## src/win_pkg.sv

```systemverilog
// ~~~~~~~~~~~~~~~~~~~~~~~~~~~~~~~~~~~~~~~~
// default widths for the window detector.
// sums are sized so a full window never overflows.
// ~~~~~~~~~~~~~~~~~~~~~~~~~~~~~~~~~~~~~~~~
package win_pkg;

  localparam int SAMPLE_W = 16;
  localparam int MAX_LEN  = 255;
  localparam int LEN_W    = $clog2(MAX_LEN + 1);
  localparam int MEAN_W   = SAMPLE_W + LEN_W;
  localparam int SQ_W     = 2 * SAMPLE_W;
  localparam int POW_W    = SQ_W + LEN_W;
  localparam int METRIC_W = 2 * MEAN_W;
  localparam int THRESH_W = 32;

  // word addresses of the config bank.
  typedef enum logic [1:0] {
    REG_LEN    = 2'd0,
    REG_THRESH = 2'd1,
    REG_CTRL   = 2'd2,
    REG_COUNT  = 2'd3
  } cfg_addr_e;

endpackage

```

## src/stats_join.sv

```systemverilog
// ~~~~~~~~~~~~~~~~~~~~~~~~~~~~~~~~~~~~~~~~
// fork/join around the two branches.
// metric = len * sum(x^2) - sum(x)^2, never negative.
// ~~~~~~~~~~~~~~~~~~~~~~~~~~~~~~~~~~~~~~~~
`timescale 1ns/1ns

module stats_join #(
  parameter int SAMPLE_W = win_pkg::SAMPLE_W,
  parameter int MAX_LEN  = win_pkg::MAX_LEN
) (
  input  logic                                      clk,
  input  logic                                      i_rst,
  input  logic                                      i_clear,
  input  logic [$clog2(MAX_LEN+1)-1:0]              i_len,
  input  logic [win_pkg::THRESH_W-1:0]              i_thresh,
  input  logic                                      i_tvalid,
  output logic                                      o_tready,
  output logic                                      o_mean_valid,
  output logic                                      o_pow_valid,
  input  logic                                      i_mean_ready,
  input  logic                                      i_pow_ready,
  input  logic [SAMPLE_W+$clog2(MAX_LEN+1)-1:0]     i_mean,
  input  logic                                      i_mean_last,
  input  logic                                      i_mean_vld,
  output logic                                      o_mean_pop,
  input  logic [2*SAMPLE_W+$clog2(MAX_LEN+1)-1:0]   i_pow,
  input  logic                                      i_pow_vld,
  output logic                                      o_pow_pop,
  output logic [2*(SAMPLE_W+$clog2(MAX_LEN+1))-1:0] o_metric,
  output logic                                      o_detect,
  output logic                                      o_tlast,
  output logic                                      o_tvalid,
  input  logic                                      i_tready,
  output logic                                      o_detect_event
);

  localparam int LEN_W    = $clog2(MAX_LEN + 1);
  localparam int METRIC_W = 2 * (SAMPLE_W + LEN_W);

  logic [METRIC_W-1:0]        len_pow;
  logic signed [METRIC_W-1:0] mean_sq;
  logic [METRIC_W-1:0]        metric;
  logic                       detect, room, pop;

  // fork. each branch only sees valid when the other can take it too.
  assign o_mean_valid = i_tvalid & i_pow_ready;
  assign o_pow_valid  = i_tvalid & i_mean_ready;
  assign o_tready     = i_mean_ready & i_pow_ready;

  // join.
  assign room       = ~o_tvalid | i_tready;
  assign pop        = i_mean_vld & i_pow_vld & room;
  assign o_mean_pop = pop;
  assign o_pow_pop  = pop;

  assign len_pow = i_len * i_pow;
  assign mean_sq = $signed(i_mean) * $signed(i_mean);
  assign metric  = len_pow - mean_sq;
  assign detect  = (metric > i_thresh); // threshold zero-extends.

  always_ff @(posedge clk) begin
    if (i_rst || i_clear) begin
      o_tvalid <= 1'b0;
      o_detect <= 1'b0;
    end else if (pop) begin
      o_tvalid <= 1'b1;
      o_detect <= detect;
    end else if (i_tready) begin
      o_tvalid <= 1'b0;
      o_detect <= 1'b0;
    end
  end

  always_ff @(posedge clk) begin
    if (pop) begin
      o_metric <= metric;
      o_tlast  <= i_mean_last;
    end
  end

  assign o_detect_event = o_tvalid & i_tready & o_detect;

endmodule

```

## config.mk

```make
export PLATFORM = sky130hd
export DESIGN_NAME = stats_join
export DESIGN_NICKNAME = d
export VERILOG_FILES = /design/src/win_pkg.sv /design/src/stats_join.sv
export SDC_FILE = /design/constraint.sdc
export NUM_CORES = 2
export LEC_CHECK = 0
export ABC_AREA = 1
export BUFFER_PORTS_ARGS = -buffer_cell sky130_fd_sc_hd__buf_4
export CAP_MARGIN = 20
export CORE_UTILIZATION = 50
export CTS_BUF_LIST = sky130_fd_sc_hd__clkbuf_4 sky130_fd_sc_hd__clkbuf_8 sky130_fd_sc_hd__clkbuf_16
export DETAILED_ROUTE_END_ITERATION = 8
export PLACE_DENSITY = 0.67
export SYNTH_ARGS = -nofsm -noshare
export SYNTH_HDL_FRONTEND = slang
export SYNTH_SLANG_ARGS = --single-unit
export TNS_END_PERCENT = 20
```

## constraint.sdc

```tcl
create_clock -name clk -period 12.8 [get_ports clk]
set_input_delay 2.56 -clock clk [delete_from_list [all_inputs] [get_ports clk]]
set_output_delay 2.56 -clock clk [all_outputs]
set_load 0.05 [all_outputs]
```

# Yosys cells after proc, flatten, opt, wreduce, memory -nomap -nowiden
# Index checks and enable logic that the tools add are counted.
[word_totals]
latch_bits = 0
out_inout_bits = 57
memories = 0
wordCells = 22
romBits = 0
mem_bits_rw = 0
register_bits = 51
[op_classes]
n_mul = 2
addsub = 1
reduce_logical = 2
n_bitwise = 9
n_lt_le_gt_ge = 1
shift = 0
eq_ne = 0
muxes = 3
div_mod_pow = 0
[op_table]
columns = ["operator", "n"]
rows = [
  ["48-bit by 32-bit greater-than comparator with 1-bit output", 1],
  ["24-bit by 24-bit multiplier with 48-bit output", 1],
  ["8-bit by 40-bit multiplier with 48-bit output", 1],
  ["48-bit subtractor", 1],
  ["1-bit AND", 7],
  ["1-bit 2-to-1 mux", 3],
  ["2-bit nonzero test", 1],
  ["1-bit logical OR", 1],
  ["1-bit NOT", 1],
  ["1-bit OR", 1],
]

# Depth between registers and ports, before layout
[logic_depth]
depth_word = 4
ltp_mapped = 46

# Least setup slack after synthesis
# Ideal clock, no wire load.
[synth_path]
kind = "input port to flip-flop"
startpoint = "input port i_mean[1]"
endpoint = "register o_detect"
path_slack_ns = 2.358
n_path_buf = 2
arrival_time_ns = 10.319
t_required_ns = 12.677
setup_ns = 0.123
cell_stages = 36
path_cell_list = "clkbuf_1 -> clkbuf_1 -> nand2_1 -> fa_1 -> inv_1 -> fa_1 -> fa_1 -> fa_1 -> inv_1 -> fa_1 -> fa_1 -> fa_1 -> inv_1 -> fa_1 -> inv_1 -> ha_1 -> a21o_1 -> nor2_1 -> nand2_1 -> o21bai_1 -> a21oi_1 -> xnor2_1 -> ha_1 -> nand2_1 -> nor2_1 -> nand2_1 -> nor4_1 -> nand4_1 -> nand2_1 -> nand3_1 -> nor2_1 -> nand3_1 -> nor2_1 -> nand3_1 -> nand2_1 -> a21oi_2"
[synth_between]
elab_chain_cells = 4
[synth_lines]
columns = ["item", "line_no", "source"]
rows = [
  ["from (decl)", "stats_join.sv:22", "input logic [SAMPLE_W+$clog2(MAX_LEN+1)-1:0] i_mean,"],
  ["24-bit by 24-bit multiplier with 48-bit output", "stats_join.sv:57", "assign mean_sq = $signed(i_mean) * $signed(i_mean);"],
  ["48-bit subtractor", "stats_join.sv:58", "assign metric = len_pow - mean_sq;"],
  ["net metric[31]", "stats_join.sv:42", "logic [METRIC_W-1:0] metric;"],
  ["48-bit by 32-bit greater-than comparator with 1-bit output", "stats_join.sv:59", "assign detect = (metric > i_thresh);"],
  ["1-bit 2-to-1 mux", "stats_join.sv:65", "end else if (pop) begin"],
  ["to (signal assigned)", "stats_join.sv:67", "o_detect <= detect;"],
  ["to (decl)", "stats_join.sv:30", "output logic o_detect,"],
]
# The timed path passes the listed nets, and every way through them passes these cells.
# A chain may end at the register's enable or synchronous reset.

# Worst setup path in the final report
# Same ends and word-level chain as after synthesis.

==> results.tsv <==
metric	value	unit
run_status	complete, but fails checks	
failed_checks	design-rule violations	
placement.io_buffers	170	
via_per_inst	4.87	
postSynth.asyncResetShare	0	%
ioPinCount	171	
dominant_delay_contributor_by_cell_family_on_the_critical_path	adder cells	
yosysUniqueCellTypes	40	
cp_max_fo	26	
mappedNetlistArea	33600	sq um
post_cts.repair.setup_buffers	0	
maxCapViolations	0	
global_route_wire_length_before_repair	138000	microns
floorplan.initialDensity	50.8	%
ys_dominant_reg_cell	sky130_fd_sc_hd__edfxtp_1	
grt_setup_unrepaired	no	
clock_latency	0.30	ns
synth-edff-count	49	
design.final.nets	5279	
die_width	261	microns
setup.worst_path.end_class	flop	
synthMostInstantiatedCell	sky130_fd_sc_hd__inv_1	
number_of_resized_instances_in_the_post_cts_repair_step	0	
initialDrtViolationCount	1514	
timing.critical_path.arrival	11.12	ns
synth_seq_cells	51	
vias_in_the_first_global_route	26377	
sequential_area_share_after_synthesis	4.50	%
clock_path_buffers	2	
finalSetupViolCount	0	
tightestPinTransition	0.799	ns
cp_data_required_time	13.00	ns
floorplan.rows	94	
critical-path-max-stage-delay	0.84	ns
maximum_level_of_the_cts_h_tree	2	
synth_largest_area_cell	sky130_fd_sc_hd__fa_1	
area_delta_synth_final	5.84	%
timing.final.hold_violations	0	
cts_made_buffers	5	
report.final.slew_viol_count	0	
antennaDiodeCount	0	
dieArea	68200	sq um
dr.pass1.iters	9	
cp_common_cell	sky130_fd_sc_hd__fa_1	
fin_crit_period	10.92	ns
grt_max_degree	53	
yosys_warnings	0	
timing_worst_setup_path_type	input port to flop	
grt_util_all_layers	26.2	%
yosys.area.top_type_share	53.3	%
core-area	66100	sq um
critical_path_buf_inv_count	5	
critPathLaunchType	input port	
synth_common_cells	sky130_fd_sc_hd__inv_1, sky130_fd_sc_hd__nand2_1, sky130_fd_sc_hd__fa_1	
clk_transition_reported_paths	0.07	ns
tritoncts_clock_tree	done	
max_clock_freq	91.5	MHz
route.vias.total	24012	
wirelength	82400	microns
post_synth.cell_area_avg	8.35	sq um
synthesis.nets	5238	
count_of_clock_tree_sinks	51	
wl_per_cell	16.7	microns
die-height	261	microns
skew	0.00811	ns
ant_nets	0	
drc	1	
cts_hold_buffers	0	
globalplace.congestion	0.941	
dp.final_hpwl	72800	microns
synthCells	4022	
final_min_period_over_clock_period	85.3	%
hp-class	flop to flop	
rel_slew_slack	46.4	%
antenna_violations_before_repair	1	
globalRouteOverflowTotal	0	
ys_top_cells_by_area	sky130_fd_sc_hd__fa_1, sky130_fd_sc_hd__inv_1, sky130_fd_sc_hd__nand2_1	
tns	0	ns
clock_tree.root_cell	sky130_fd_sc_hd__clkbuf_16	
drive_gt1_share	5.29	%
critical-path-slowest-cell	sky130_fd_sc_hd__fa_1	
[final timing paths]
path,start,endpoint,slack (ns),depth (start not counted)
hold / removal,o_tvalid,o_tvalid,0.52,2
hold reg to reg,o_tvalid,o_tvalid,0.52,2
setup / recovery,i_mean[1],o_detect,1.88,35
setup reg to reg,o_tvalid,o_metric[10],11.26,4
[final cells by class]
type	instances	area, sq um
fill	6260	30600
multi-input combinational	2380	26000
inverter	1452	5450
sequential	51	1510
timing repair buffer	173	1300
tap	864	1080
clock buffer	5	125
clock inverter	3	46.3
[kinds of logic after synthesis]
kind of cell	count (synthesis)	synth area share, %
adder cells (fa/ha/maj)	1102	61.1
AO/OA/AOI/OAI	118	1.98
flip-flops	51	4.50
AND/OR/NAND/NOR	1100	12.9
XOR/XNOR	60	1.61
buffers and inverters	1591	18.0
[metal layers]
layer	global-route usage, %	share of wire (%)
met5	0	0.015
met4	5.98	2.7
met3	3.02	5.9
met2	45.5	51
met1	35.2	40
[stage by stage]
stage / setup slack, ns / util (%) / hold WS [ns] / cell area, sq um / std cells
after floorplan: 2.36 / - / 0.721 / 33600 / 4022
after global placement: 1.64 / 53.5 / 0.496 / 35400 / 4920
after detailed placement: 1.55 / 53.5 / 0.500 / 35400 / 4920
after CTS: 1.84 / 53.8 / 0.513 / 35500 / 4928
after global routing: 1.20 / 53.8 / 0.559 / 35500 / 4928
final: 1.88 / 53.8 / 0.517 / 35500 / 4928
[tightest hold or removal path, cell delays in order (launching register included)]
cell	delay, ns
sky130_fd_sc_hd__dfxtp_1	0.33
sky130_fd_sc_hd__nand2_1	0.08
sky130_fd_sc_hd__a21oi_1	0.06
[placed cells by master, fill, tap and decap left out, drive strengths merged, types with 16 or more instances in the layout]
| master | Yosys | final |
|---|---|---|
| inv | 1451 | 1452 |
| nand2 | 911 | 911 |
| fa | 895 | 895 |
| ha | 207 | 207 |
| buf | 3 | 173 |
| nor2 | 111 | 111 |
| a21oi | 69 | 69 |
| edfxtp | 49 | 49 |
| nand3 | 43 | 43 |
| xor2 | 33 | 33 |
| xnor2 | 27 | 27 |
| o21ai | 23 | 23 |
| nand4 | 16 | 16 |
[registers in the layout, indices dropped and copies added (netlist names)]
signal and cells:
o_tvalid 1, o_tlast 1, o_detect 1, o_metric 48
Power is left out: the tool's default activity adds up to more than one toggle a clock period on the data nets, which glitch-free logic cannot reach.
