## config.mk

```make
export PLATFORM = sky130hd
export DESIGN_NAME = moving_sum
export DESIGN_NICKNAME = d
export VERILOG_FILES = /design/src/win_pkg.sv /design/src/axis_out_reg.sv /design/src/moving_sum.sv /design/src/sample_history.sv
export SDC_FILE = /design/constraint.sdc
export NUM_CORES = 2
export LEC_CHECK = 0
export BUFFER_PORTS_ARGS = -buffer_cell sky130_fd_sc_hd__buf_2
export CORE_MARGIN = 1.5
export CORE_UTILIZATION = 50
export DETAILED_ROUTE_END_ITERATION = 12
export PLACE_DENSITY = 0.65
export REMOVE_ABC_BUFFERS = 1
export SKIP_CTS_REPAIR_TIMING = 1
export SLEW_MARGIN = 20
export SYNTH_ARGS = -nofsm -noshare
export SYNTH_HDL_FRONTEND = slang
export SYNTH_SLANG_ARGS = --single-unit
```

## constraint.sdc

```tcl
create_clock -name clk -period 14.2 [get_ports clk]
set_input_delay 1.42 -clock clk [delete_from_list [all_inputs] [get_ports clk]]
set_output_delay 1.42 -clock clk [all_outputs]
set_load 0.005 [all_outputs]
```

## src/win_pkg.sv

```systemverilog
// ~~~~~~~~~~~~~~~~~~~~~~~~~~~~~~~~~~~~~~~~
// default widths for the window detector.
// sums are sized so a full window never overflows.
// ~~~~~~~~~~~~~~~~~~~~~~~~~~~~~~~~~~~~~~~~
package win_pkg;

  localparam int SAMPLE_W = 16;
  localparam int MAX_LEN  = 255;
  localparam int LEN_W    = $clog2(MAX_LEN + 1);
  localparam int MEAN_W   = SAMPLE_W + LEN_W;
  localparam int SQ_W     = 2 * SAMPLE_W;
  localparam int POW_W    = SQ_W + LEN_W;
  localparam int METRIC_W = 2 * MEAN_W;
  localparam int THRESH_W = 32;

  // word addresses of the config bank.
  typedef enum logic [1:0] {
    REG_LEN    = 2'd0,
    REG_THRESH = 2'd1,
    REG_CTRL   = 2'd2,
    REG_COUNT  = 2'd3
  } cfg_addr_e;

endpackage

```

## src/axis_out_reg.sv

```systemverilog
// ~~~~~~~~~~~~~~~~~~~~~~~~~~~~~~~~~~~~~~~~
// two-entry stream register, one cycle latency.
// o_ready depends on occupancy only.
// ~~~~~~~~~~~~~~~~~~~~~~~~~~~~~~~~~~~~~~~~
`timescale 1ns/1ns

module axis_out_reg #(
  parameter int DATA_W = 8
) (
  input  logic              clk,
  input  logic              i_rst,
  input  logic              i_clear,
  input  logic [DATA_W-1:0] i_data,
  input  logic              i_valid,
  output logic              o_ready,
  output logic [DATA_W-1:0] o_data,
  output logic              o_valid,
  input  logic              i_ready
);

  logic [1:0]        count;
  logic [DATA_W-1:0] spare;
  logic              push, pop;

  assign o_ready = (count != 2'd2);
  assign o_valid = (count != 2'd0);
  assign push    = i_valid & o_ready;
  assign pop     = o_valid & i_ready;

  always_ff @(posedge clk) begin
    if (i_rst || i_clear) begin
      count <= 2'd0;
    end else if (push && !pop) begin
      count <= count + 2'd1;
    end else if (pop && !push) begin
      count <= count - 2'd1;
    end
  end

  always_ff @(posedge clk) begin
    if (push && (count == 2'd0 || (count == 2'd1 && pop))) begin
      o_data <= i_data;
    end else if (pop && count == 2'd2) begin
      o_data <= spare; // spare moves up to the head.
    end
    if (push && count == 2'd1 && !pop) begin
      spare <= i_data;
    end
  end

endmodule

```

## src/moving_sum.sv

```systemverilog
// ~~~~~~~~~~~~~~~~~~~~~~~~~~~~~~~~~~~~~~~~
// signed windowed sum; a length change flushes
// the window and stalls the input for one cycle.
// ~~~~~~~~~~~~~~~~~~~~~~~~~~~~~~~~~~~~~~~~
`timescale 1ns/1ns

module moving_sum #(
  parameter int SAMPLE_W = win_pkg::SAMPLE_W,
  parameter int MAX_LEN  = win_pkg::MAX_LEN
) (
  input  logic                                  clk,
  input  logic                                  i_rst,
  input  logic                                  i_clear,
  input  logic [$clog2(MAX_LEN+1)-1:0]          i_len,
  input  logic [SAMPLE_W-1:0]                   i_data,
  input  logic                                  i_last,
  input  logic                                  i_valid,
  output logic                                  o_ready,
  output logic [SAMPLE_W+$clog2(MAX_LEN+1)-1:0] o_sum,
  output logic                                  o_last,
  output logic                                  o_valid,
  input  logic                                  i_ready
);

  localparam int LEN_W = $clog2(MAX_LEN + 1);
  localparam int SUM_W = SAMPLE_W + LEN_W;

  logic [LEN_W-1:0]        len_reg;
  logic                    len_chg;
  logic [LEN_W-1:0]        fill_cnt;
  logic signed [SUM_W-1:0] sum_reg;
  logic signed [SUM_W-1:0] sum_next;
  logic signed [SUM_W-1:0] new_ext;
  logic signed [SUM_W-1:0] old_ext;
  logic signed [SUM_W-1:0] old_term;
  logic [SAMPLE_W-1:0]     oldest;
  logic                    full, flush, accept, out_rdy;

  assign full   = (fill_cnt == len_reg);
  assign flush  = len_chg | i_clear;
  assign o_ready = out_rdy & ~flush;
  assign accept = i_valid & o_ready;

  // both extend by sign before the add.
  assign new_ext  = $signed(i_data);
  assign old_ext  = $signed(oldest);
  assign old_term = full ? old_ext : '0;
  assign sum_next = sum_reg + new_ext - old_term;

  always_ff @(posedge clk) begin
    if (i_rst) begin
      len_reg <= LEN_W'(1);
      len_chg <= 1'b0;
    end else begin
      len_reg <= i_len;
      len_chg <= (i_len != len_reg);
    end
  end

  always_ff @(posedge clk) begin
    if (i_rst || flush) begin
      sum_reg  <= '0;
      fill_cnt <= '0;
    end else if (accept) begin
      sum_reg <= sum_next;
      if (!full) begin
        fill_cnt <= fill_cnt + 1'b1; // stops at the window length.
      end
    end
  end

  sample_history #(
    .SAMPLE_W (SAMPLE_W),
    .MAX_LEN  (MAX_LEN)
  ) sample_history_inst (
    .clk      (clk),
    .i_rst    (i_rst),
    .i_flush  (flush),
    .i_len    (len_reg),
    .i_push   (accept),
    .i_data   (i_data),
    .o_oldest (oldest)
  );

  axis_out_reg #(
    .DATA_W  (SUM_W + 1)
  ) axis_out_reg_inst (
    .clk     (clk),
    .i_rst   (i_rst),
    .i_clear (i_clear),
    .i_data  ({i_last, sum_next}),
    .i_valid (i_valid & ~flush),
    .o_ready (out_rdy),
    .o_data  ({o_last, o_sum}),
    .o_valid (o_valid),
    .i_ready (i_ready)
  );

endmodule

```

## src/sample_history.sv

```systemverilog
// ~~~~~~~~~~~~~~~~~~~~~~~~~~~~~~~~~~~~~~~~
// i_len must stay within 1..MAX_LEN.
// o_oldest is only meaningful once the window is full.
// ~~~~~~~~~~~~~~~~~~~~~~~~~~~~~~~~~~~~~~~~
`timescale 1ns/1ns

module sample_history #(
  parameter int SAMPLE_W = win_pkg::SAMPLE_W,
  parameter int MAX_LEN  = win_pkg::MAX_LEN
) (
  input  logic                         clk,
  input  logic                         i_rst,
  input  logic                         i_flush,
  input  logic [$clog2(MAX_LEN+1)-1:0] i_len,
  input  logic                         i_push,
  input  logic [SAMPLE_W-1:0]          i_data,
  output logic [SAMPLE_W-1:0]          o_oldest
);

  localparam int LEN_W = $clog2(MAX_LEN + 1);

  logic [SAMPLE_W-1:0] mem [MAX_LEN];
  logic [LEN_W-1:0]    wr_ptr;
  logic                ptr_wrap;

  assign ptr_wrap = (wr_ptr >= i_len - 1'b1); // last slot of the window.
  assign o_oldest = mem[wr_ptr];

  always_ff @(posedge clk) begin
    if (i_rst || i_flush) begin
      wr_ptr <= '0;
    end else if (i_push) begin
      wr_ptr <= ptr_wrap ? '0 : wr_ptr + 1'b1;
    end
  end

  always_ff @(posedge clk) begin
    if (i_push) begin
      mem[wr_ptr] <= i_data;
    end
  end

endmodule

```

# After elaboration in Yosys (flattened, before gate mapping)
# Memory sizes are Yosys's and may differ from the RTL's. A register that Yosys moved wholly into a read port is not among the register bits.
# Index checks and enable logic that the tools add are counted.
[totals] reg_bits=101 mem_bits_rw=4080 input_bits=30 output_inout_bits=27 elab_cells=57 mem_count=1
[memory_table] memory="sample_history_inst.mem" depth=255 word_bits=16 read_ports=1 rd_ports_with_merged_regs=1 write_ports=1 line="sample_history.sv:22" text="logic [SAMPLE_W-1:0] mem [MAX_LEN];"
[op_classes] addsub=7 n_lt_le_gt_ge=1 eq_ne=5 muxes=10 bitwise_logic=8 reduce_logical=17
[ops] operator="$mux 25" n=2
[ops] operator="$add 24x16->24" n=1
[ops] operator="$mux 24" n=1
[ops] operator="$mux 8" n=3
[ops] operator="$sub 24x24->24" n=1
[ops] operator="$add 8x1->8 const B" n=2
[ops] operator="$eq 8x8->1" n=1
[ops] operator="$ge 8x8->1" n=1
[ops] operator="$ne 8x8->1" n=1
[ops] operator="$sub 8x1->8 const B" n=1
[ops] operator="$logic_and 1x1->1" n=7
[ops] operator="$reduce_bool 2->1" n=3
[ops] operator="$and 1x1->1" n=5
[ops] operator="$mux 2" n=2
[ops] operator="$logic_or 1x1->1" n=3
[ops] operator="$add 2x1->2 const B" n=1
[ops] operator="$eq 2x1->1 const B" n=1
[ops] operator="$eq 2x2->1 const B" n=1
[ops] operator="$logic_not 1->1" n=2
[ops] operator="$logic_not 2->1" n=1
[ops] operator="$mux 1" n=2
[ops] operator="$ne 2x2->1 const B" n=1
[ops] operator="$not 1->1" n=2
[ops] operator="$reduce_and 2->1" n=1
[ops] operator="2 further kinds" n=2

# Depth between registers and ports, before layout
[logic_depth] ltp_word=8 ltp_mapped=26 depth_no_buf=21

# By module
# A second synthesis with hierarchy kept.
[hier_totals] cells_unflattened=7492 hier_area_um2=163414.2
[modules_own_cells] module="sample_history" n_inst=1 cells_each=6891 area_per_inst_um2=157427.2
[modules_own_cells] module="moving_sum" n_inst=1 cells_each=502 area_per_inst_um2=3876.2
[modules_own_cells] module="axis_out_reg" n_inst=1 cells_each=99 area_per_inst_um2=2110.8

# Worst setup path before layout
# Ideal clock, no wire load.
[synth_path] kind="register -> register" startpoint="register (tool-made name)" endpoint="register axis_out_reg_inst.o_data[20] (data pin)" setup_time_ns=0.260 arrival_ns=5.442 t_required_ns=13.940 setup_slack_ns=8.498 stages_incl_launch_ff=20 path_buffers=4 period_less_slack_ns=5.702 cell_sequence="dfxtp_1 -> clkbuf_1 -> buf_2 -> clkbuf_1 -> clkbuf_1 -> mux4_2 -> mux4_2 -> mux4_2 -> a22oi_1 -> nand2_1 -> fa_1 -> inv_1 -> ha_1 -> a41o_1 -> a221oi_1 -> a21oi_1 -> or2_2 -> a311oi_1 -> xnor2_1 -> mux2_2"
[synth_rtl] item="end signal: assignment" line="axis_out_reg.sv:42" text="o_data <= i_data;"
[synth_rtl] item="end signal: assignment" line="axis_out_reg.sv:44" text="o_data <= spare;"
[synth_rtl] item="end: declaration" line="axis_out_reg.sv:16" text="output logic [DATA_W-1:0] o_data,"

==> results_tabular.tex <==
\begin{tabular}{lr}
\hline
Metric & Value \\
\hline
\multicolumn{2}{l}{\textbf{Status}} \\
Outcome & complete, but fails checks \\
Failing checks & DRC \\
\multicolumn{2}{l}{\textbf{Global routing}} \\
Top Usage Layer GRT & met2 \\
Aggregate global routing overflow & 0 \\
Met2 routing resource usage after global routing & 0.400 \\
Number of global-route vias before repair & 77248 \\
Global-route met3 utilization & 0.0442 \\
Global-route wire length before repair & 578 mm \\
Met1 GRT Util & 0.347 \\
Number of antenna violations at the first check in global routing & 20 \\
Maximum number of pins on one net before global-route repair & 117 \\
GRT Overall Usage & 0.247 \\
\multicolumn{2}{l}{\textbf{Die}} \\
Starting density of the core & 0.502 \\
I/O pins & 57 \\
Core area & 324000 um2 \\
DIE AREA & 329000 um2 \\
Number of rows created at floorplan & 209 \\
Horizontal die dimension & 573 um \\
Floorplan die height & 573 um \\
\multicolumn{2}{l}{\textbf{Worst setup path}} \\
Startpoint type of the worst setup path & flop \\
Crit-path cells & buf\_12, buf\_4, mux4\_2, mux4\_2, mux4\_2, mux2i\_1, o22ai\_1, fa\_1, inv\_1, ha\_1, and2\_1, a221oi\_1, a21oi\_1, or2\_2, a311oi\_1, nor2\_1, xor2\_1 \\
Worst path arrival time & 9.00 ns \\
Crit Path Class & flop to flop \\
Standard cell with the maximum stage delay on the critical path & sky130\_fd\_sc\_hd\_\_buf\_4 \\
Worst EP required & 14.91 ns \\
Most used cell along the critical path & sky130\_fd\_sc\_hd\_\_mux4\_2 \\
CP peak stage delay & 0.85 ns \\
Maximum fanout encountered on the critical timing path & 92 \\
Capturing element type of the critical path & flop \\
\multicolumn{2}{l}{\textbf{Power and ir drop}} \\
VDD IR-drop max & 107 uV \\
Total power of the final layout & 25200 uW \\
Leak pwr & 0.0561 uW \\
Power density of the placed cells & 137 nW/um2 \\
\multicolumn{2}{l}{\textbf{Route}} \\
Via count normalized by instance count & 6.28 \\
Drt initial violations & 10237 \\
Final antenna-violating net count & 0 \\
Count of TritonRoute iterations in the first routing pass & 9 \\
Average routed wire per standard cell & 33.5 um \\
Detailed-route DRC error count & 16 \\
Wire length reported by the detailed router & 407 mm \\
Via count & 76311 \\
\multicolumn{2}{l}{\textbf{STA}} \\
Relative slew slack & 0.222 \\
Post-route clock period utilization & 0.584 \\
Worst Tran Pin Value & 1.17 ns \\
Setup repair after global routing missed its margin & no \\
Final number of hold-violating endpoints & 0 \\
Min cycle time layout & 8.29 ns \\
Final setup violating endpoints & 0 \\
Final count of pins violating max slew & 0 \\
Maximum clock frequency & 121 MHz \\
Worst Clk Skew & 0.0716 ns \\
\multicolumn{2}{l}{\textbf{Place}} \\
Placer congestion estimate & 0.887 \\
Dpl cell area & 170000 um2 \\
Port Buf Inserts & 56 \\
HPWL after DPL & 235 mm \\
\multicolumn{2}{l}{\textbf{Finish}} \\
Register containing the most flip-flops in the final layout & sample\_history\_inst.mem \\
Largest registers ranked by flip-flop count & sample\_history\_inst.mem x4080, axis\_out\_reg\_inst.o\_data x25, axis\_out\_reg\_inst.spare x25 \\
Share of layout cells above drive strength 1 & 0.319 \\
Final Instance Area & 184000 um2 \\
Layout net count & 7551 \\
Max reg flops & 4080 \\
Layout-stage area growth over the synthesis result & 13.2\% \\
\multicolumn{2}{l}{\textbf{CTS}} \\
TritonCTS clock tree & done \\
Clock-pin transition on the worst setup and hold timing paths & 0.06 ns \\
Maximum clock insertion buffer count & 4 \\
Clock sink total & 4189 \\
TritonCTS buffer count & 422 \\
H-tree Lvls & 5 \\
Clock latency at the later pin of the worst-skew pair & 0.98 ns \\
CTS root buffer & sky130\_fd\_sc\_hd\_\_clkbuf\_16 \\
\multicolumn{2}{l}{\textbf{Yosys}} \\
Gate Count Post-Synth & 6975 \\
Synthesized area per cell & 23.3 um2 \\
Number of enable flip-flop cells after synthesis & 4130 \\
Total of warnings raised by yosys & 0 \\
Proportion of synthesized flip-flops having asynchronous set or reset & 0 \\
Mapped cell area & 163000 um2 \\
Sequential element share of the synthesized area & 0.770 \\
Flip-flop and latch count after synthesis & 4189 \\
Unique masters post-synth & 59 \\
Top flip-flop cell by instance count after synthesis & sky130\_fd\_sc\_hd\_\_edfxtp\_1 \\
\multicolumn{2}{l}{\textbf{Job}} \\
Max-cap check violation count & 0 \\
\multicolumn{2}{l}{\textbf{Worst hold path}} \\
Class of the tightest hold or removal check & flop to flop \\
\hline
\end{tabular}
metrics by stage:
stage | std cells | TNS (ns) | util | hold slack [ns] | worst slack, ns
2_1_floorplan | 6605 | -2354.26 | - | 0.436 | -33.64
3_3_place_gp | 11354 | 0 | 0.524 | 0.445 | 5.84
3_5_place_dp | 11354 | 0 | 0.525 | 0.457 | 5.89
4_1_cts | 12138 | 0 | 0.568 | 0.465 | 5.89
5_1_grt | 12141 | 0 | 0.568 | 0.486 | 5.45
6_report | 12145 | 0 | 0.568 | 0.465 | 5.91
power breakdown:
group          internal, uW  switching [uW]  total [uW]  leakage, uW
clock                  6420            4730       11100      0.00681
combinational           121             347         468       0.0117
sequential            13600            9.34       13600       0.0376
critical path, delay by kind of cell, from the launching register on:
kind | cells | cell delay (ns)
flops | 1 | 0.81
simple gates | 3 | 0.69
mux | 4 | 2.32
compound gates | 4 | 1.39
buf+inv | 3 | 1.42
xor+xnor | 1 | 0.18
fa+ha+maj | 2 | 0.85
worst paths after layout:
check	endpoint	cells after the start	slack, ns	from
min	sum_reg[6]	2	0.47	sum_reg[6]
max reg2reg	axis_out_reg_inst.spare[22]	17	5.91	flop
max	axis_out_reg_inst.spare[22]	17	5.91	flop
min reg2reg	sum_reg[6]	2	0.47	sum_reg[6]
layout by cell type (no fill, tap or decap), drive strengths merged, types with 48 or more instances in the layout:
cell,n
dfxtp,59
clkinv,212
inv,102
a21oi,57
mux2i,79
nor2,305
nand2,184
clkbuf,503
bufinv,48
o21ai,50
buf,425
mux4,1279
edfxtp,4130
cell families (layout without fill, tap and decap cells):
group	count (synthesis)	after routing	share of synthesized area
adders and majority gates	66	66	0.00614
and+or+nand+nor	608	608	0.0157
xor gates and xnor gates	53	53	0.00285
muxes	1365	1365	0.182
other	0	5	0
AOI/OAI and AO/OA	231	231	0.00906
DFF	4189	4189	0.770
buffers and inverters	463	1303	0.0139
per-layer routing:
| metal | wire length, um | vias to the layer above |
|---|---|---|
| met5 | 12 | - |
| met4 | 12900 | 2 |
| met3 | 35400 | 579 |
| met2 | 200000 | 3683 |
| met1 | 159000 | 41477 |
| li1 | - | 30570 |
synthesized netlist by cell type, types with 43 or more instances:
library cell | instances | area share
sky130_fd_sc_hd__inv_1 | 88 | 0.0020
sky130_fd_sc_hd__ha_1 | 43 | 0.0033
sky130_fd_sc_hd__edfxtp_1 | 4130 | 0.76
sky130_fd_sc_hd__clkbuf_1 | 154 | 0.0036
sky130_fd_sc_hd__buf_2 | 93 | 0.0029
sky130_fd_sc_hd__buf_1 | 50 | 0.0012
sky130_fd_sc_hd__nand2_1 | 184 | 0.0042
sky130_fd_sc_hd__nor2_1 | 305 | 0.0070
sky130_fd_sc_hd__o21ai_0 | 48 | 0.0015
sky130_fd_sc_hd__dfxtp_1 | 59 | 0.0073
sky130_fd_sc_hd__a21oi_1 | 57 | 0.0018
sky130_fd_sc_hd__mux2i_1 | 79 | 0.0049
sky130_fd_sc_hd__mux4_2 | 1279 | 0.18
layout make-up:
| cell class | count | area [um2] |
|---|---|---|
| flip-flops and latches | 4189 | 125000 |
| diodes | 5 | 12.5 |
| clock buffers | 502 | 11000 |
| repair buffers | 426 | 3400 |
| fillers | 23175 | 140000 |
| well taps | 4325 | 5410 |
| inverters | 93 | 363 |
| multi-input cells | 2323 | 35600 |
| clock inverters | 282 | 3010 |
Note: power is estimated with default switching activity, not from simulation.
