$ cat config.mk
export PLATFORM = sky130hd
export DESIGN_NAME = wb_cfg_regs
export DESIGN_NICKNAME = d
export VERILOG_FILES = /design/src/win_pkg.sv /design/src/wb_cfg_regs.sv
export SDC_FILE = /design/constraint.sdc
export NUM_CORES = 1
export LEC_CHECK = 0
export BUFFER_PORTS_ARGS = -buffer_cell sky130_fd_sc_hd__buf_4
export CORE_AREA = 2 2 110 112
export CTS_CLUSTER_DIAMETER = 30
export DETAILED_ROUTE_END_ITERATION = 8
export DIE_AREA = 0 0 112 114
export GPL_TIMING_DRIVEN = 1
export PLACE_DENSITY = 0.6
export SETUP_SLACK_MARGIN = 0.05
export SYNTH_ARGS = -nofsm -noshare
export SYNTH_HDL_FRONTEND = slang
export SYNTH_SLANG_ARGS = --single-unit
$ cat constraint.sdc
create_clock -name clk -period 2.33 [get_ports clk]
set_input_delay 0.1165 -clock clk [delete_from_list [all_inputs] [get_ports clk]]
set_output_delay 0.1165 -clock clk [all_outputs]
set_load 0.02 [all_outputs]
$ cat src/win_pkg.sv
// ~~~~~~~~~~~~~~~~~~~~~~~~~~~~~~~~~~~~~~~~
// default widths for the window detector.
// sums are sized so a full window never overflows.
// ~~~~~~~~~~~~~~~~~~~~~~~~~~~~~~~~~~~~~~~~
package win_pkg;

  localparam int SAMPLE_W = 16;
  localparam int MAX_LEN  = 255;
  localparam int LEN_W    = $clog2(MAX_LEN + 1);
  localparam int MEAN_W   = SAMPLE_W + LEN_W;
  localparam int SQ_W     = 2 * SAMPLE_W;
  localparam int POW_W    = SQ_W + LEN_W;
  localparam int METRIC_W = 2 * MEAN_W;
  localparam int THRESH_W = 32;

  // word addresses of the config bank.
  typedef enum logic [1:0] {
    REG_LEN    = 2'd0,
    REG_THRESH = 2'd1,
    REG_CTRL   = 2'd2,
    REG_COUNT  = 2'd3
  } cfg_addr_e;

endpackage

$ cat src/wb_cfg_regs.sv
// ~~~~~~~~~~~~~~~~~~~~~~~~~~~~~~~~~~~~~~~~
// classic wishbone, ack one cycle after the request.
// length writes clamp to 1..MAX_LEN.
// ~~~~~~~~~~~~~~~~~~~~~~~~~~~~~~~~~~~~~~~~
`timescale 1ns/1ns

module wb_cfg_regs #(
  parameter int MAX_LEN = win_pkg::MAX_LEN
) (
  input  logic                         clk,
  input  logic                         i_rst,
  input  logic                         i_wb_cyc,
  input  logic                         i_wb_stb,
  input  logic                         i_wb_we,
  input  logic [1:0]                   i_wb_adr,
  input  logic [31:0]                  i_wb_dat,
  output logic [31:0]                  o_wb_dat,
  output logic                         o_wb_ack,
  input  logic                         i_detect_event,
  output logic [$clog2(MAX_LEN+1)-1:0] o_len,
  output logic [win_pkg::THRESH_W-1:0] o_thresh,
  output logic                         o_clear
);

  import win_pkg::*;

  localparam int LEN_W = $clog2(MAX_LEN + 1);
  localparam int CNT_W = 16;

  cfg_addr_e        addr;
  logic             req, wr_en;
  logic [LEN_W-1:0] wr_len;
  logic [CNT_W-1:0] det_cnt;

  assign addr  = cfg_addr_e'(i_wb_adr);
  assign req   = i_wb_cyc & i_wb_stb & ~o_wb_ack; // first cycle of an access.
  assign wr_en = req & i_wb_we;

  always_comb begin
    if (i_wb_dat == '0) begin
      wr_len = LEN_W'(1);
    end else if (i_wb_dat > MAX_LEN) begin
      wr_len = LEN_W'(MAX_LEN);
    end else begin
      wr_len = i_wb_dat[LEN_W-1:0];
    end
  end

  always_ff @(posedge clk) begin
    if (i_rst) begin
      o_wb_ack <= 1'b0;
      o_len    <= LEN_W'(1);
      o_thresh <= '0;
      o_clear  <= 1'b0;
    end else begin
      o_wb_ack <= req;
      o_clear  <= wr_en && (addr == REG_CTRL) && i_wb_dat[0];
      if (wr_en) begin
        case (addr)
          REG_LEN:    o_len    <= wr_len;
          REG_THRESH: o_thresh <= i_wb_dat[THRESH_W-1:0];
          default:    ;
        endcase
      end
    end
  end

  always_ff @(posedge clk) begin
    if (i_rst || o_clear) begin
      det_cnt <= '0;
    end else if (i_detect_event && det_cnt != '1) begin
      det_cnt <= det_cnt + 1'b1; // saturates.
    end
  end

  always_ff @(posedge clk) begin
    if (req) begin
      case (addr)
        REG_LEN:    o_wb_dat <= 32'(o_len);
        REG_THRESH: o_wb_dat <= 32'(o_thresh);
        REG_COUNT:  o_wb_dat <= 32'(det_cnt);
        default:    o_wb_dat <= '0;
      endcase
    end
  end

endmodule

# --- Yosys cells after proc, flatten, opt, wreduce, memory -nomap -nowiden ---
# Index checks and enable logic that the tools add are counted.
word_totals:
  reg_bits: 90
  in_bits: 40
  output_inout_bits: 74
  word_cells: 27
op_classes:
  addsub: 1
  magnitude_cmp: 1
  n_eq_ne: 4
  muxes: 3
  n_bitwise: 4
  reduce_logical: 8
op_table:
  columns: ["cell", "n"]
  rows:
  - ["32-bit case mux with 3 select lines", 1]
  - ["32-bit by 8-bit > comparator with 1-bit output, second input constant", 1]
  - ["32-bit zero test", 1]
  - ["16-bit by 1-bit adder with 16-bit output, second input constant", 1]
  - ["8-bit two-way mux", 2]
  - ["16-bit inequality test, second input constant", 1]
  - ["2-bit == test, second input constant", 2]
  - ["2-bit AND reduction", 2]
  - ["1-bit bitwise AND", 3]
  - ["1-bit logical AND", 3]
  - ["2-bit by 1-bit == test with 1-bit output, second input constant", 1]
  - ["2-bit zero test", 1]
  - ["1-bit logical OR", 1]
  - ["1-bit NOT", 1]

# --- Depth between registers and ports, before layout ---
# Gate-level depths: netlist (run 1).
logic_depth:
  ltp_word: 5
  depth_mapped: 6
  depth_no_buf: 5

# --- Least setup slack after synthesis (run 1) ---
# No wires, ideal clock.
synth_path:
  path_type: "reg-to-reg"
  from: "reg o_wb_ack"
  to: "reg o_wb_dat[0] (enable)"
  setup_ps: 421
  arrival_time_ps: 1780
  required_time_ps: 1909
  slack_ps: 128
  stages_incl_launch_ff: 2
  n_path_buf: 0
  synth_period_minus_slack_ps: 2202
  path_cell_list: "dfxtp_1 -> nor2_1"
synth_via:
  elab_chain_cells: 2
synth_lines:
  columns: ["element", "line_no", "source"]
  rows:
  - ["start, declared", "wb_cfg_regs.sv:18", "output logic o_wb_ack,"]
  - ["start signal, assigned", "wb_cfg_regs.sv:56", "o_wb_ack <= req;"]
  - ["1-bit NOT", "wb_cfg_regs.sv:36", "assign req = i_wb_cyc & i_wb_stb & ~o_wb_ack;"]
  - ["1-bit bitwise AND", "wb_cfg_regs.sv:36", null]
  - ["net req", "wb_cfg_regs.sv:31", "logic req, wr_en;"]
  - ["end signal, assigned", "wb_cfg_regs.sv:79", "REG_LEN: o_wb_dat <= 32'(o_len);"]
  - ["end signal, assigned", "wb_cfg_regs.sv:80", "REG_THRESH: o_wb_dat <= 32'(o_thresh);"]
  - ["end signal, assigned", "wb_cfg_regs.sv:81", "REG_COUNT: o_wb_dat <= 32'(det_cnt);"]
  - ["end, declared", "wb_cfg_regs.sv:17", "output logic [31:0] o_wb_dat,"]
# The timed path passes the listed nets, and every way through them passes these cells.
# A chain may end at the register's enable or synchronous reset.

# --- Worst setup path in the final report (run 1) ---
layout_path:
  from: "reg o_wb_ack"
  to: "reg o_thresh[15] (netlist name)"
layout_via:
  elab_chain_cells: 4
layout_lines:
  columns: ["element", "line_no", "source"]
  rows:
  - ["1-bit NOT", "wb_cfg_regs.sv:36", null]
  - ["1-bit bitwise AND", "wb_cfg_regs.sv:36", null]
  - ["1-bit bitwise AND", "wb_cfg_regs.sv:37", "assign wr_en = req & i_wb_we;"]
  - ["2-bit AND reduction (no line)", null, null]
  - ["end signal, assigned", "wb_cfg_regs.sv:61", "REG_THRESH: o_thresh <= i_wb_dat[THRESH_W-1:0];"]
  - ["end, declared", "wb_cfg_regs.sv:21", "output logic [win_pkg::THRESH_W-1:0] o_thresh,"]
# No other way between the ends.

==> results.toml, run 1 <==
[clock_tree]
ctsHoldBuffers = 0
cts_root_buf = "clkbuf_16"
cts_setup_buffers = 0
cts_tree = "done"
clk_pin_slew_ps = 70
cts_resized = 0
numClockSinks = 90
clk_latency_ps = 340
clk_path_buf_depth = 2
numCtsBuffers = 9
h-tree-depth = 3

[finish]
nets = 531
fillers = 1159
drive_gt1_share_pct = 29.09
layout_commonest_cell = "buf_4"
area_growth_pct = 35.09
antenna_cells = 0
layout.area.seq_um2 = 2122
multi_input_area_um2 = 1500
final_cell_mix = "120 x buf_4, 81 x nand2_1, 58 x dfxtp_1"

[synthesis]
ys_types = 41
syn_nets = 422
synth-xor-area-share_pct = 0.7038
synth_mux_area_share_pct = 4.290
ys.flop_type = "dfxtp_1"
synth_compound_area_share_pct = 12.73
ys_seq_area_share_pct = 56.84
ys_seq_elements = 90
avgSynthCellArea_um2 = 9.799
syn_area_um2 = 3734
synth_top_family_by_area = "simple AND/OR/NAND/NOR gates"
synthArstFlopShare_pct = 0
synth_edf_count = 32
yosys.area_share.simple_pct = 21.92
synthCells = 381
yosys_warnings = 0
synth_fa_ha_area_share_pct = 0.3351

[sta]
tns_ps = 0
hold_violations = 0
fin_crit_ps = 1732
tightest_slew_ps = 735.8
drv_slew = 0
fmaxAchievable_ghz = 0.5774
finalSetupViolCount = 0
slew_headroom_pct = 50.95
finClkSkew_ps = 6.809
fin_crit_sh_pct = 74.33
rsz0062_at_grt = "no"
setup_ws_ps = 598.1

[power_and_ir_drop]
power_frac_seq_pct = 49.0
p_switching_uw = 783.7
p_leak_uw = 0.001929
pwr-share-clk_pct = 43.4
power.share.combinational_pct = 7.6
ir_drop_mv = 0.3438
power.density_nw_per_um2 = 678.7
intPower_uw = 2639
swShare_pct = 22.89

[grt]
gr-usage-all-layers_pct = 16.13
antenna_found_initial = 0
grt_first_pass_wirelength_um = 16140
grt_max_degree = 46
grt-ovfl-total = 0
grt_pass1_vias = 3107

[critical_path]
worstPathArrival_ps = 1940
cpPeakStageDelay_ps = 810
timing.critical_path.buf_inv = 0
cp-end-kind = "register"
crit_fanout = 32
cp-start-kind = "register"
required_ps = 2540
crit_chain = "nand4b_4 -> or3b_2 -> nand2_1 -> a21oi_1"
crit_family = "simple AND/OR/NAND/NOR gates"
crit_type = "register to register"
slowest_stage = "or3b_2"

[detailed_routing]
detail_route.wl_per_cell_um = 15.63
drc = 0
drtAntennaViolNets = 0
drtPass1Iterations = 4
drt_iter0_drc = 144
wl_um = 10040
dr_total_vias = 3189
via_per_inst = 4.967

[placed_design]
dp_slack_ps = 599.1
gp_congestion = 0.7935
numPortBuffers = 113
dp_hpwl_um = 7358

[floorplanning]
core_um2 = 11710
die_h_um = 114
initial_utilization_pct = 31.88
die_area_um2 = 12770
placementRows = 40
ios = 114
dieWidth_um = 112

[status]
outcome = "finished, final reports clean"

[worst_hold_path]
min_path_type = "input pin to register"

[run]
cap_viol_max_count = 0
## logic make-up after synthesis
logic type                 Yosys count
buffers and inverters               30
xor gates and xnor gates             3
AOI/OAI and AO/OA                   83
muxes                               16
DFF                                 90
and+or+nand+nor                    158
adders and majority gates            1
## Yosys cell counts, types with 8 or more instances
cell type | count | area [um2]
or3_1 | 8 | 50.05
nor2_1 | 8 | 30.03
inv_1 | 8 | 30.03
nor2b_1 | 9 | 56.30
edfxtp_1 | 32 | 960.9
o31a_1 | 8 | 70.07
nor4_1 | 9 | 56.30
and2_1 | 17 | 106.4
a21oi_1 | 48 | 240.2
clkbuf_1 | 18 | 67.56
dfxtp_1 | 58 | 1161
mux2i_1 | 16 | 160.2
o21ai_0 | 18 | 90.09
nand2_1 | 81 | 304.0
## metrics by stage
step	util, %	instance area [um2]	hold WS (ps)	cells	power, uW
floorplan	-	3734	235.9	381	1833
global route	43.07	5044	10.07	642	3551
global placement	40.45	4737	356.9	626	1973
CTS	43.07	5044	3.734	642	3455
detailed placement	40.45	4737	363.5	626	1976
finish	43.07	5044	15.96	642	3423
## metal layers
layer | vias up | global-route usage [%] | part of all wire, %
li1 | 1567 | - | -
met1 | 1516 | 21.42 | 44
met2 | 89 | 25.78 | 48
met3 | 17 | 2.976 | 5.5
met4 | 0 | 7.398 | 2.6
met5 | - | 0 | 0
## sequential cells by signal (all words and copies together) (netlist names)
signal,flops
o_len,8
o_clear,1
o_wb_dat,32
det_cnt,16
o_thresh,32
o_wb_ack,1
## final timing paths
kind / from / end / slack (ps) / depth (start not counted)
max: o_wb_ack / o_thresh[15] / 600 / 4
min: i_wb_dat[3] / o_len[3] / 20 / 2
max reg2reg: o_wb_ack / o_thresh[15] / 600 / 4
min reg2reg: o_thresh[26] / o_thresh[26] / 470 / 2
## power groups by stage
stage	logic (uW)	registers, uW	clock network [uW]
CTS	262	1680	1510
floorplan	82.5	1750	0
detailed placement	262	1710	0
global placement	260	1710	0
finish	260	1680	1480
global route	281	1680	1590
## cell type report
class,instances,share of cell area [%]
Clock buffer,11,4.813
Clock inverter,5,1.265
Inverter,8,0.5954
Multi-Input combinational cell,261,29.74
Sequential cell,90,42.07
Tap cell,147,3.647
Timing Repair Buffer,120,17.86
Power figures use the tool's default switching activity.
==> run 2, diff against run 1 <==
Clock period 2.33 ns to 1.7 ns, I/O delays scaled along.
==> run 2 against run 1 <==
Die area stayed put. Cell area is 5.9% higher. Largest cell class unchanged. Critical path type unchanged. Register-to-register slack got worse by 510 ps. Sequential share of layout area shrank 2.1 points. Non-clock buffer count rose by 30.
==> results.toml, run 2 (synthesized netlist as in run 1, its figures left out) <==
[detailed_routing]
drtAntennaViolNets = 0
wl_um = 10420
drc = 0
drt_iter0_drc = 117
detail_route.wl_per_cell_um = 15.50
dr_total_vias = 3273
via_per_inst = 4.871
drtPass1Iterations = 4

[critical_path]
crit_fanout = 4
required_ps = 1920
crit_type = "register to register"
slowest_stage = "or4_4"
reg2reg_to = "o_len[0]"
cp-start-kind = "register"
worstPathArrival_ps = 1830
cp-end-kind = "register"
reg2reg_from = "o_wb_ack"
reg2reg_depth = 4
crit_chain = "nand4b_4 -> or3_4 -> or4_4 -> a2bb2oi_1"
cpPeakStageDelay_ps = 480
r2r_slack_ps = 90

[placed_design]
dp_hpwl_um = 7508
placed_area_um2 = 4871
numPortBuffers = 113
gp_congestion = 0.8249

[sta]
slew_headroom_pct = 60.31
fmaxAchievable_ghz = 0.6205
fin_crit_ps = 1612
finClkSkew_ps = 9.759
fin_crit_sh_pct = 94.80
drv_slew = 0
tightest_slew_ps = 589.9
hold_violations = 0
finalSetupViolCount = 0
tns_ps = 0
rsz0062_at_grt = "no"

[finish]
layout.area.seq_um2 = 2138
fillers = 1146
drive_gt1_share_pct = 34.10
reg.largest.list = "o_thresh x32, o_wb_dat x32, det_cnt x16"
final_area_um2 = 5343
layout_commonest_cell = "buf_4"
multi_input_area_um2 = 1545
antenna_cells = 0
final_cell_mix = "139 x buf_4, 81 x nand2_1, 49 x dfxtp_1"
nets = 561
area_growth_pct = 43.10

[worst_hold_path]
min_to = "o_thresh[18]"
holdCritStartpoint = "i_wb_dat[18]"
min_path_type = "input pin to register"
holdPathStages = 3

[clock_tree]
cts_root_buf = "clkbuf_16"
cts_tree = "done"
clk_path_buf_depth = 2
numClockSinks = 90
numCtsBuffers = 9
h-tree-depth = 3
clk_pin_slew_ps = 70
clk_latency_ps = 330

[floorplanning]
die_h_um = 114
core_um2 = 11710
initial_utilization_pct = 31.88
placementRows = 40
dieWidth_um = 112
die_area_um2 = 12770
ios = 114

[grt]
grt_first_pass_wirelength_um = 15910
gr-usage-all-layers_pct = 15.75
grt-ovfl-total = 0
grt_pass1_vias = 3092
grt_max_degree = 33
antenna_found_initial = 0

[power_and_ir_drop]
p_leak_uw = 0.002084
power.density_nw_per_um2 = 859.5
ir_drop_mv = 0.4497

[run]
cap_viol_max_count = 0

[status]
outcome = "finished, final reports clean"
[run 2: routing by layer]
metal | global-route usage, % | routed length, um | vias up
met5 | 0 | 0 | -
met4 | 6.016 | 216 | 0
met3 | 3.188 | 509 | 16
met2 | 26.22 | 5063 | 91
met1 | 20.34 | 4625 | 1536
li1 | - | - | 1630
[run 2: worst max-delay path, delay by kind of cell (launching register included)]
kind	cells	cell delay [ps]
AOI/OAI and AO/OA	1	140
DFF	1	340
and+or+nand+nor	3	1020
[run 2: report_power, final]
group	leakage, uW	switching (uW)	internal (uW)
Clock	0.000133	845	1040
Combinational	0.00118	218	191
Sequential	0.000774	25.9	2270
Total	0.00208	1090	3500
[run 2: worst max path at each step]
stage / start / to
3_5_place_dp: det_cnt[5] / det_cnt[15]
5_1_grt: det_cnt[0] / det_cnt[7]
4_1_cts: det_cnt[5] / det_cnt[15]
6_report: o_wb_ack / o_len[0]
2_1_floorplan: o_wb_ack / o_len[0]
3_3_place_gp: o_wb_ack / o_len[0]
[run 2: stage by stage]
step	hold WS, ps	setup WS, ps	power (uW)	utilization (%)	cells
5_1_grt	2.898	23.82	4744	45.62	672
3_5_place_dp	325.3	78.09	2719	41.59	642
4_1_cts	0.5541	55.95	4606	44.75	667
2_1_floorplan	204.4	8.151	2512	-	381
6_report	7.253	88.42	4592	45.62	672
3_3_place_gp	322.4	144.7	2711	41.59	642
[run 2: cell type report]
class,count,area share (%)
clock buffer,11,4.543
clock inverter,5,0.7026
inverter,8,0.5621
multi-input combinational,261,28.92
sequential,90,40.02
tap,147,3.443
timing repair buffer,150,21.80
[run 2: timing repair]
item                                    in CTS  in global routing
hold buffers                                 9                  0
endpoints found under the hold margin        9                  0
endpoints found under the setup margin       0                 10
gates resized for setup                      0                 20
setup buffers                                0                  4
==> run 3, diff against run 2 <==
Settings changed: RECOVER_POWER set to 50.
==> run 3 against run 2 <==
Combinational power is 7.8% lower. Worst setup slack worse by 13 ps. Wire length barely moved. Sequential power about the same. Critical path type unchanged. Non-clock buffer count unchanged. Global-route usage stayed put. First-iteration DRC count rose by 10%.
==> results.toml, run 3 (synthesized netlist as in run 1, its figures left out) <==
[status]
outcome = "finished, final reports clean"

[clock_tree]
h-tree-depth = 3
cts_tree = "done"
clk_latency_ps = 330
cts_root_buf = "clkbuf_16"
clk_pin_slew_ps = 70
numCtsBuffers = 9
numClockSinks = 90
clk_path_buf_depth = 2

[critical_path]
cp-start-kind = "register"
cpPeakStageDelay_ps = 480
reg2reg_from = "o_wb_ack"
crit_chain = "nand4b_4 -> or3_4 -> or4_4 -> a2bb2oi_1"
crit_type = "register to register"
crit_fanout = 4
timing.critical_path.buf_inv = 0
r2r_slack_ps = 80
crit_family = "simple AND/OR/NAND/NOR gates"
worstPathArrival_ps = 1840
cp-end-kind = "register"
required_ps = 1920
slowest_stage = "or4_4"
cp-startpoint = "o_wb_ack"

[detailed_routing]
drtAntennaViolNets = 0
detail_route.wl_per_cell_um = 15.50
drc = 0
via_per_inst = 4.879
wl_um = 10410
dr_total_vias = 3279
drtPass1Iterations = 4
drt_iter0_drc = 129

[finish]
area_growth_pct = 36.16
fillers = 1219
nets = 561
layout_commonest_cell = "nand2_1"
layout.area.seq_um2 = 2137
multi_input_area_um2 = 1545
reg.largest.list = "o_thresh x32, o_wb_dat x32, det_cnt x16"
utilization_pct = 43.41
drive_gt1_share_pct = 20.95
final_cell_mix = "81 x nand2_1, 70 x buf_4, 69 x clkbuf_1"
antenna_cells = 0

[sta]
fmaxAchievable_ghz = 0.6156
rsz0062_at_grt = "no"
slew_headroom_pct = 55.51
setup_ws_ps = 75.67
fin_crit_ps = 1624
tns_ps = 0
drv_slew = 0
finClkSkew_ps = 10.71
finalSetupViolCount = 0
fin_crit_sh_pct = 95.55
tightest_slew_ps = 667.3
hold_violations = 0
whs_ps = 7.583

[power_and_ir_drop]
p_leak_uw = 0.001808
power_frac_seq_pct = 50.4
pwr-share-clk_pct = 41.3
power.density_nw_per_um2 = 896.1
p_switching_uw = 1084
ir_drop_mv = 0.4501
power_uw = 4555
swShare_pct = 23.81
power.share.combinational_pct = 8.3
intPower_uw = 3471

[grt]
grt_pass1_vias = 3092
antenna_found_initial = 0
grt-ovfl-total = 0
grt_max_degree = 33
grt_first_pass_wirelength_um = 15910
gr-usage-all-layers_pct = 15.75

[placed_design]
dp_slack_ps = 78.09
dp_hpwl_um = 7508
numPortBuffers = 113
gp_congestion = 0.8249

[floorplanning]
placementRows = 40
die_area_um2 = 12770
die_h_um = 114
ios = 114
core_um2 = 11710
dieWidth_um = 112
initial_utilization_pct = 31.88

[worst_hold_path]
min_path_type = "input pin to register"
holdCritStartpoint = "i_wb_dat[20]"

[run]
cap_viol_max_count = 0
-- run 3: cell types whose count changed in the layout (fill, tap and decap cells not counted), sizes merged --
cell,delta
clkbuf,+69
buf,-69
-- run 3: worst reg2reg max path: stages, from the launching register on --
cell and delay, ps:
dfxtp_1 340, nand4b_4 200, or3_4 350, or4_4 480, a2bb2oi_1 140
-- run 3: routing by layer --
layer	share of wire, %	global-route usage, %	up-vias
met4	1.7	6.016	0
met3	4.2	3.188	14
met1	45	20.34	1561
met2	49	26.22	78
met5	0	0	-
li1	-	-	1626
-- run 3: repair_timing --
item	CTS	global route
endpoints found under the setup margin	0	10
hold buffers	9	0
gates resized for setup	0	20
setup buffers	0	4
endpoints found under the hold margin	9	0
-- run 3: final cells by class --
type                       instances  share of cell area, %
inverter                           8                 0.5907
timing repair buffer             150                  17.84
multi-input combinational        261                  30.40
clock buffer                      11                  4.775
clock inverter                     5                 0.7384
sequential                        90                  42.04
tap                              147                  3.618
-- run 3: per-stage QoR --
stage | instances | instance area [um2]
2_1_floorplan | 381 | 3737
3_3_place_gp | 642 | 4871
3_5_place_dp | 642 | 4871
4_1_cts | 667 | 5241
5_1_grt | 672 | 5084
6_report | 672 | 5084
-- run 3: power groups by stage --
| stage | clock network [uW] | registers [uW] | logic, uW |
|---|---|---|---|
| after detailed placement | 0 | 2350 | 371 |
| after floorplan | 0 | 2400 | 114 |
| after global routing | 2000 | 2300 | 407 |
| after CTS | 1920 | 2300 | 388 |
| final | 1880 | 2300 | 376 |
| after global placement | 0 | 2350 | 366 |
-- run 3: final timing paths --
kind / cells after the start / to
hold reg to reg: 2 / o_thresh[30]
setup / recovery: 4 / o_len[0]
hold / removal: 3 / o_thresh[20]
setup reg to reg: 4 / o_len[0]
